$ cat src/logic/ooo_cfg_pkg.sv
`default_nettype none

package ooo_cfg_pkg;

    typedef logic [31:0] data_t;        // operand and result value.
    typedef logic [3:0]  reg_addr_t;    // 16 architectural registers.

    localparam int ROB_DEPTH = 8;

    typedef logic [$clog2(ROB_DEPTH)-1:0] rob_tag_t;

    typedef logic [2:0] op_t;

    localparam op_t OP_ADD = 3'd0;
    localparam op_t OP_SUB = 3'd1;
    localparam op_t OP_AND = 3'd2;
    localparam op_t OP_OR  = 3'd3;
    localparam op_t OP_XOR = 3'd4;
    localparam op_t OP_LI  = 3'd5;     // rd gets imm.
    localparam op_t OP_MUL = 3'd6;     // only op sent to the multiply station.

endpackage

`default_nettype wire

$ cat src/logic/ooo_types_pkg.sv
`default_nettype none

package ooo_types_pkg;

    typedef struct packed {
        ooo_cfg_pkg::op_t       op;
        ooo_cfg_pkg::reg_addr_t rd;
        ooo_cfg_pkg::reg_addr_t rs1;
        ooo_cfg_pkg::reg_addr_t rs2;
        ooo_cfg_pkg::data_t     imm;
    } instr_t;

    // tag is only meaningful while ready is low.
    typedef struct packed {
        logic                  ready;
        ooo_cfg_pkg::rob_tag_t tag;
        ooo_cfg_pkg::data_t    value;
    } operand_t;

    typedef struct packed {
        ooo_cfg_pkg::op_t      op;
        ooo_cfg_pkg::rob_tag_t tag;
        operand_t              src1;
        operand_t              src2;
        ooo_cfg_pkg::data_t    imm;
    } dispatch_t;

    typedef struct packed {
        logic                  valid;
        ooo_cfg_pkg::rob_tag_t tag;
        ooo_cfg_pkg::data_t    value;
    } cdb_t;

    typedef struct packed {
        ooo_cfg_pkg::reg_addr_t rd;
        ooo_cfg_pkg::rob_tag_t  tag;
        ooo_cfg_pkg::data_t     value;
    } commit_t;

endpackage

`default_nettype wire

$ cat src/logic/reorder_buffer.sv
`timescale 1ns/10ps
`default_nettype none

module reorder_buffer (
    input  wire logic                     clk,
    input  wire logic                     rst,
    input  wire logic                     alloc_en,
    input  wire ooo_cfg_pkg::reg_addr_t   alloc_rd,
    output ooo_cfg_pkg::rob_tag_t         alloc_tag,
    output logic                          rob_full,
    input  wire ooo_cfg_pkg::rob_tag_t    look_tag1,
    input  wire ooo_cfg_pkg::rob_tag_t    look_tag2,
    output ooo_types_pkg::operand_t       look1,
    output ooo_types_pkg::operand_t       look2,
    input  wire ooo_types_pkg::cdb_t      alu_cdb,
    input  wire ooo_types_pkg::cdb_t      mul_cdb,
    output logic                          commit_valid,
    output ooo_types_pkg::commit_t        commit
);

    localparam int CNT_W = $clog2(ooo_cfg_pkg::ROB_DEPTH) + 1;

    ooo_cfg_pkg::reg_addr_t            dest_q  [ooo_cfg_pkg::ROB_DEPTH];
    ooo_cfg_pkg::data_t                value_q [ooo_cfg_pkg::ROB_DEPTH];
    logic [ooo_cfg_pkg::ROB_DEPTH-1:0] valid_q;    // result written, not yet retired.
    ooo_cfg_pkg::rob_tag_t             alloc_ptr;
    ooo_cfg_pkg::rob_tag_t             head_ptr;
    logic [CNT_W-1:0]                  count;

    // a result arriving this cycle is as good as one already stored.
    function automatic ooo_types_pkg::operand_t lookup(input ooo_cfg_pkg::rob_tag_t tag);
        ooo_types_pkg::operand_t res;
        res.tag   = tag;
        res.ready = valid_q[tag];
        res.value = value_q[tag];
        if (alu_cdb.valid && alu_cdb.tag == tag) begin
            res.ready = 1'b1;
            res.value = alu_cdb.value;
        end else if (mul_cdb.valid && mul_cdb.tag == tag) begin
            res.ready = 1'b1;
            res.value = mul_cdb.value;
        end
        return res;
    endfunction

    always_comb begin
        look1 = lookup(look_tag1);
        look2 = lookup(look_tag2);
    end

    assign alloc_tag    = alloc_ptr;
    assign rob_full     = (count == CNT_W'(ooo_cfg_pkg::ROB_DEPTH));
    assign commit_valid = valid_q[head_ptr];    // head retires as soon as it has a result.
    assign commit       = '{rd: dest_q[head_ptr], tag: head_ptr, value: value_q[head_ptr]};

    always_ff @(posedge clk or posedge rst) begin
        if (rst) begin
            valid_q   <= '0;
            alloc_ptr <= '0;
            head_ptr  <= '0;
            count     <= '0;
        end else begin
            if (alu_cdb.valid) begin
                valid_q[alu_cdb.tag] <= 1'b1;
            end
            if (mul_cdb.valid) begin
                valid_q[mul_cdb.tag] <= 1'b1;
            end
            if (alloc_en) begin
                valid_q[alloc_ptr] <= 1'b0;
                alloc_ptr          <= alloc_ptr + 1'b1;
            end
            if (commit_valid) begin
                valid_q[head_ptr] <= 1'b0;
                head_ptr          <= head_ptr + 1'b1;
            end
            if (alloc_en && !commit_valid) begin
                count <= count + 1'b1;
            end else if (!alloc_en && commit_valid) begin
                count <= count - 1'b1;
            end
        end
    end

    always_ff @(posedge clk) begin
        if (alu_cdb.valid) begin
            value_q[alu_cdb.tag] <= alu_cdb.value;
        end
        if (mul_cdb.valid) begin
            value_q[mul_cdb.tag] <= mul_cdb.value;
        end
        if (alloc_en) begin
            dest_q[alloc_ptr] <= alloc_rd;
        end
    end

    a_no_alloc_when_full: assert property (@(posedge clk) disable iff (rst)
        alloc_en |-> !rob_full);

    // distance from head must fall inside the occupied window.
    a_alu_cdb_allocated: assert property (@(posedge clk) disable iff (rst)
        alu_cdb.valid |-> ooo_cfg_pkg::rob_tag_t'(alu_cdb.tag - head_ptr) < count);
    a_mul_cdb_allocated: assert property (@(posedge clk) disable iff (rst)
        mul_cdb.valid |-> ooo_cfg_pkg::rob_tag_t'(mul_cdb.tag - head_ptr) < count);

endmodule

`default_nettype wire

$ cat config.mk
export PLATFORM = sky130hd
export DESIGN_NAME = reorder_buffer
export DESIGN_NICKNAME = d
export VERILOG_FILES = /design/src/logic/ooo_cfg_pkg.sv /design/src/logic/ooo_types_pkg.sv /design/src/logic/reorder_buffer.sv
export SDC_FILE = /design/constraint.sdc
export NUM_CORES = 1
export LEC_CHECK = 0
export BUFFER_PORTS_ARGS = -buffer_cell sky130_fd_sc_hd__buf_4
export CORE_MARGIN = 1.5
export CORE_UTILIZATION = 45
export DETAILED_ROUTE_END_ITERATION = 6
export PLACE_DENSITY_LB_ADDON = 0.2
export SETUP_SLACK_MARGIN = 0.2
export SYNTH_ARGS = -nofsm -noshare
export SYNTH_HDL_FRONTEND = slang
export SYNTH_SLANG_ARGS = --single-unit
$ cat constraint.sdc
create_clock -name clk -period 2.7 [get_ports clk]
set_clock_uncertainty 0.05 [all_clocks]
set_input_delay 0.54 -clock clk [delete_from_list [all_inputs] [get_ports clk]]
set_output_delay 0.54 -clock clk [all_outputs]
set_load 0.01 [all_outputs]
==> impl_metrics.toml, run 1 <==
[synth]
synthesis.nets = 1605
synth.cell_area_um2 = 21000
syn_inst = 1514
synth-async-reset-ratio = 0.0588
ys_ff_latch = 306
yosys.cell_types.count = 44
synth-seq-area-share = 0.433
ys.flop_type = "sky130_fd_sc_hd__edfxtp_1"
netlist_top_cells_area = "sky130_fd_sc_hd__edfxtp_1 41%, sky130_fd_sc_hd__mux4_2 22%, sky130_fd_sc_hd__mux2_2 14%"
synth_largest_area_cell = "sky130_fd_sc_hd__edfxtp_1"
post-synth-top-area-fraction = 0.411
synth_edf_count = 288
avgSynthCellArea_um2 = 13.9
yosysWarningCount = 0

[global_route]
grt_overflow_total = 0
overall_fraction_of_global_route_tracks_in_use = 0.299
grt_pass1_wl_mm = 103
grt_antenna_before_repair = 2
grt_start_max_net_pins = 35
vias_in_the_first_global_route = 15400

[timing]
setup_repair_after_global_routing_missed_its_margin = "yes"
fin_tns_setup_ns = -3.81
min_period_ns = 2.85
finalHoldViolations = 0
clock.fmax_mhz = 351
worst_pin_slew_ns = 0.718
number_of_slew_limit_violations_in_the_final_report = 0
max-slew-margin-rel = 0.521
timing.final.crit_share = 1.06
setup_viol = 43
timing.final.ws_setup_ns = -0.150

[clock_tree]
cts_made_buffers = 36
cts.root.buffer_cell = "sky130_fd_sc_hd__clkbuf_16"
clock-sinks = 306
holdBufCountCts = 0
cts_tree = "yes"
clock_tree.buffer_depth = 3
clk_latency_ns = 0.55
clk_pin_slew_worst_paths_ns = 0.06
cts_htree_levels = 2

[floorplan]
placement_rows = 79
floorplan.die.width_um = 219
die_height_um = 219
ios = 201
core_area_um2 = 46400
die-area_um2 = 48000
floorplan.initialDensity = 0.454

[final_layout]
nets = 1890
multi_input_logic_area_um2 = 12200
layout.filler_cells = 3478
layout_commonest_cell = "sky130_fd_sc_hd__edfxtp_1"
layout.cells.most_common_list = "288 x sky130_fd_sc_hd__edfxtp_1, 274 x sky130_fd_sc_hd__buf_4, 255 x sky130_fd_sc_hd__mux2_2, 207 x sky130_fd_sc_hd__mux4_2, 97 x sky130_fd_sc_hd__nand2_1"
seqCellArea_um2 = 9110
syn_to_final_growth_pct = 34.5
finalInstanceArea_um2 = 28300
layout_cell_share_with_drive_strength_beyond_1 = 0.671
post_layout_nonfiller_instances = 2434

[placement]
place.detailed.hpwl_mm = 42.6
dp.cells = 2271
post_dp_cell_area_um2 = 24200
place_congestion = 0.828
dpl_worst_slack_ns = -0.265
buffer_ports.inserted = 200

[drt]
detail_route.wirelength_mm = 72.6
postRouteAntennaNets = 0
detail_route.vias_per_cell = 6.41
via_count = 15600
drc = 0
routedWlPerCell_um = 29.8
router_iterations_before_antenna_repair = 5
detailedRoute.firstIterationViolations = 1704

[hold_path]
worst_hold_path_type = "input pin to asynchronous set/reset pin"

[critical_path]
critical_path.startpoint = "head_ptr[1]"
crit_fanout = 21
required_time_of_the_worst_setup_path_ns = 2.11
reg2reg_from = "head_ptr[0]"
setup.worst_path.start_class = "flop"
worst_ep_arrival_time_ns = 2.26
rrSetupSlack_ns = -0.01
timing.setup.critical_path_class = "flop to output pin"
crit_path_end_kind = "output pin"

[outcome]
failed_checks = "negative setup slack"
status = "finished with violations"

[pwr]
cellLeakagePower_uw = 0.0103
ir_drop_uv = 808
power_per_cell_area_nw_per_um2 = 745

[run]
maxCapViolations = 0
-- power by group --
part	leakage, µW	switching (µW)	internal [µW]
sequential	0.00285	406	5720
clock	0.000572	2040	2900
combinational	0.00685	4620	5390
total	0.0103	7070	14000
-- repair_timing --
item	CTS	global route
resized for setup	305	99
pin swaps	176	56
setup endpoints to repair	104	106
gates cloned	15	2
buffers inserted	58	22
-- synth_stat cells (3+ instances only) --
cell / number
sky130_fd_sc_hd__a211oi_2: 36
sky130_fd_sc_hd__a311oi_1: 4
sky130_fd_sc_hd__a211oi_1: 30
sky130_fd_sc_hd__nand4b_1: 3
sky130_fd_sc_hd__dfrtp_1: 18
sky130_fd_sc_hd__buf_1: 48
sky130_fd_sc_hd__edfxtp_1: 288
sky130_fd_sc_hd__buf_12: 3
sky130_fd_sc_hd__buf_6: 19
sky130_fd_sc_hd__nand2_1: 168
sky130_fd_sc_hd__xnor2_1: 15
sky130_fd_sc_hd__inv_1: 6
sky130_fd_sc_hd__nor2_1: 88
sky130_fd_sc_hd__mux2_2: 257
sky130_fd_sc_hd__nor3_1: 4
sky130_fd_sc_hd__nand2b_1: 7
sky130_fd_sc_hd__nand4_1: 3
sky130_fd_sc_hd__nor2b_1: 65
sky130_fd_sc_hd__and4_1: 4
sky130_fd_sc_hd__mux2_1: 7
sky130_fd_sc_hd__buf_4: 18
sky130_fd_sc_hd__mux4_2: 207
sky130_fd_sc_hd__o31ai_1: 64
sky130_fd_sc_hd__nor4bb_1: 3
sky130_fd_sc_hd__clkbuf_1: 52
sky130_fd_sc_hd__ha_1: 5
sky130_fd_sc_hd__buf_2: 62
sky130_fd_sc_hd__o21ai_0: 5
sky130_fd_sc_hd__mux2i_1: 4
-- flip-flops by register name, summed over array words and instances (netlist names) --
signal and flops:
value_q 256, valid_q 8, dest_q 32, count 4, alloc_tag 3, head_ptr 3
-- critical path, stage by stage, from the launching register on --
cell	delay (ns)
sky130_fd_sc_hd__dfrtp_2	0.47
sky130_fd_sc_hd__buf_4	0.28
sky130_fd_sc_hd__inv_2	0.16
sky130_fd_sc_hd__buf_12	0.23
sky130_fd_sc_hd__mux2_2	0.38
sky130_fd_sc_hd__buf_4	0.14
-- cells by family after synthesis --
logic type | after synthesis | synth area share
AOI/OAI and AO/OA | 154 | 0.0630
xor gates and xnor gates | 16 | 0.00666
adders and majority gates | 6 | 0.00393
buffers and inverters | 209 | 0.0538
DFF | 306 | 0.433
muxes | 475 | 0.365
and+or+nand+nor | 348 | 0.0751
-- final cells by class --
class | instances | share of cell area
multi-input cells | 999 | 0.430
well taps | 607 | 0.0269
repair buffers | 450 | 0.179
clock buffers | 43 | 0.0335
clock inverters | 21 | 0.00788
inverters | 6 | 0.000885
diodes | 2 | 0.000177
flip-flops and latches | 306 | 0.322
-- through the flow --
step           utilization  hold slack (ns)  power, µW
6_report             0.610           0.0692      21100
5_1_grt              0.610            0.127      21800
4_1_cts              0.596           0.0893      20600
3_5_place_dp         0.522            0.509      13900
3_3_place_gp         0.522            0.503      13800
2_1_floorplan            -            0.429      10800
-- routing by layer --
| metal | up-vias | wire [µm] | track usage |
|---|---|---|---|
| met2 | 850 | 34600 | 0.480 |
| met4 | 0 | 2060 | 0.0840 |
| met5 | - | 0 | 0 |
| met3 | 123 | 6630 | 0.0467 |
| met1 | 8110 | 29300 | 0.421 |
| li1 | 6521 | - | - |
-- path summary, 6_finish.rpt --
kind,end,cells past startpoint
worst max register to register,count[3],12
worst min register to register,alloc_tag[0],1
worst max-delay path,commit[38],5
worst min-delay path,alloc_tag[2],2
max in group asynchronous,head_ptr[2],2
min in group clk,alloc_tag[0],2
Note: power is estimated with default switching activity, not from simulation.
==> inputs of run 2 (changes only) <==
--- a/config.mk
+++ b/config.mk
@@ -5,11 +5,12 @@
 export SDC_FILE = /design/constraint.sdc
 export NUM_CORES = 1
 export LEC_CHECK = 0
+export ABC_CLOCK_PERIOD_IN_PS = 2700
 export BUFFER_PORTS_ARGS = -buffer_cell sky130_fd_sc_hd__buf_4
 export CORE_MARGIN = 1.5
 export CORE_UTILIZATION = 45
 export DETAILED_ROUTE_END_ITERATION = 6
-export PLACE_DENSITY_LB_ADDON = 0.2
+export PLACE_DENSITY_LB_ADDON = 0.12
 export SETUP_SLACK_MARGIN = 0.2
 export SYNTH_ARGS = -nofsm -noshare
 export SYNTH_HDL_FRONTEND = slang
==> run 2 against run 1 <==
Clock power up 12%. Setup slack worse by 0.044 ns. Via count up 0.89%. Total power up 2.7%. Combinational power about the same. Maximum frequency down 1.5%. Hold slack better by 0.024 ns. The run still ends with negative setup slack left. Cell count up 1.2%. Die area unchanged. Critical path type unchanged. First-iteration DRC count down 0.23%. Register-to-register slack better by 0.05 ns. Global-route usage up 0.32 points.
==> impl_metrics.toml, run 2 (synthesis results as in run 1) <==
[critical_path]
worst_ep_arrival_time_ns = 2.30
setup.worst_path.start_class = "flop"
critical_path.top_delay_family = "multiplexers"
crit_path_cells = "buf_12, buf_12, mux4_2, mux2_4, buf_6"
rrSetupSlack_ns = 0.04
path_buf_inv = 3
crit_path_top_delay_cell = "sky130_fd_sc_hd__dfrtp_4"
required_time_of_the_worst_setup_path_ns = 2.11
reg2reg_from = "head_ptr[0]"
worst_path_largest_cell_delay_ns = 0.55
cpMostUsedCell = "sky130_fd_sc_hd__buf_12"
crit_fanout = 6
timing.setup.critical_path_class = "flop to output pin"
critical_path.startpoint = "head_ptr[0]"
crit_path_end_kind = "output pin"

[drt]
detail_route.wirelength_mm = 73.1
detailedRoute.firstIterationViolations = 1700
detail_route.vias_per_cell = 6.39
routedWlPerCell_um = 29.7
router_iterations_before_antenna_repair = 5
via_count = 15700
drc = 0
postRouteAntennaNets = 0

[timing]
finalHoldViolations = 0
setup_repair_after_global_routing_missed_its_margin = "yes"
number_of_slew_limit_violations_in_the_final_report = 0
setup_viol = 76
timing.final.ws_setup_ns = -0.193
worst_pin_slew_ns = 0.800
max-slew-margin-rel = 0.466
timing.final.crit_share = 1.07
min_period_ns = 2.89
clock.fmax_mhz = 346

[floorplan]
core_area_um2 = 46400
floorplan.initialDensity = 0.454
die_height_um = 219
floorplan.die.width_um = 219
ios = 201
die-area_um2 = 48000
placement_rows = 79

[global_route]
overall_fraction_of_global_route_tracks_in_use = 0.302
vias_in_the_first_global_route = 15400
grt_overflow_total = 0
grt_pass1_wl_mm = 104
grt_antenna_before_repair = 1
grt_start_max_net_pins = 42

[hold_path]
worst_hold_path_type = "input pin to asynchronous set/reset pin"

[final_layout]
layout.filler_cells = 3414
regMostFlops = "value_q"
postLayoutCoreUtil = 0.628
layout_commonest_cell = "sky130_fd_sc_hd__edfxtp_1"
largest_reg_flops = 256
nets = 1919
largestRegisters = "value_q x256, dest_q x32, valid_q x8"
layout_cell_share_with_drive_strength_beyond_1 = 0.684
seqCellArea_um2 = 9110
layout.cells.most_common_list = "288 x sky130_fd_sc_hd__edfxtp_1, 277 x sky130_fd_sc_hd__buf_4, 256 x sky130_fd_sc_hd__mux2_2, 207 x sky130_fd_sc_hd__mux4_2, 90 x sky130_fd_sc_hd__nand2_1"
syn_to_final_growth_pct = 38.4
multi_input_logic_area_um2 = 12400

[pwr]
clock_power_share = 0.255
design_power_total_uw = 21600
power_switching_uw = 7160
comb_power_share = 0.462
ir_drop_uv = 732
seqPwrFrac = 0.282
cellLeakagePower_uw = 0.0106
power.internal_uw = 14500
power_per_cell_area_nw_per_um2 = 744
net_sw_frac = 0.331

[clock_tree]
clk_pin_slew_worst_paths_ns = 0.07
holdBufCountCts = 0
cts_htree_levels = 2
clk_latency_ns = 0.55
cts.root.buffer_cell = "sky130_fd_sc_hd__clkbuf_16"
clock-sinks = 306
clock_tree.buffer_depth = 3
cts_made_buffers = 37
cts_tree = "yes"

[run]
maxCapViolations = 0

[placement]
place_congestion = 0.851
dpl_worst_slack_ns = -0.131
buffer_ports.inserted = 200
place.detailed.hpwl_mm = 43.8

[outcome]
status = "finished with violations"
failed_checks = "negative setup slack"
run 2: cell types whose count changed in the layout (fill, tap and decap cells not counted), sizes merged:
cell,before,now
clkinv,13,16
diode,2,1
inv,8,7
clkinvlp,2,1
clkbuf,45,46
buf,447,472
bufinv,4,8
run 2: per-stage QoR:
step / std cells / instance area (µm²) / hold slack (ns) / TNS, ns
after floorplan: 1514 / 21100 / 0.429 / -19.63
after global placement: 2289 / 24300 / 0.484 / -3.39
after detailed placement: 2289 / 24300 / 0.517 / -4.13
after CTS: 2437 / 28100 / 0.108 / -6.15
after global routing: 2464 / 29100 / 0.154 / -10.02
final: 2464 / 29100 / 0.0936 / -6.13
run 2: layer usage:
metal	GRT usage	vias up	routed length [µm]
li1	-	6581	-
met1	0.412	8202	29600
met2	0.491	817	35100
met3	0.0557	143	6220
met4	0.0916	0	2150
met5	0	-	0
run 2: worst paths after layout:
kind | end | cells past startpoint
min in group clk | dest_q[7][3] | 1
worst min register to register | alloc_tag[0] | 1
worst max-delay path | commit[31] | 5
worst max register to register | count[3] | 11
max in group asynchronous | head_ptr[2] | 2
worst min-delay path | valid_q[4] | 2
run 2: power by group through the flow:
| stage | Clock [µW] | Combinational, µW | Sequential [µW] |
|---|---|---|---|
| after detailed placement | 0 | 7610 | 6160 |
| after floorplan | 0 | 4680 | 6080 |
| after global placement | 0 | 7520 | 6140 |
| after global routing | 5750 | 10600 | 6160 |
| final | 5530 | 10000 | 6110 |
| after CTS | 5570 | 9450 | 6100 |
run 2: final cells by class:
cell class,count,share of cell area
Multi-Input combinational cell,999,0.426
Timing Repair Buffer,478,0.188
Tap cell,607,0.0261
Antenna cell,1,0.0000860
Sequential cell,306,0.313
Clock inverter,26,0.0112
Clock buffer,41,0.0341
Inverter,6,0.000946
run 2: what timing repair did:
item / in CTS / in global routing
pin swaps: 164 / 69
cloned: 18 / 6
setup buffers: 63 / 20
resized for setup: 321 / 150
setup endpoints to repair: 104 / 104
endpoints found under the hold margin: 0 / 0
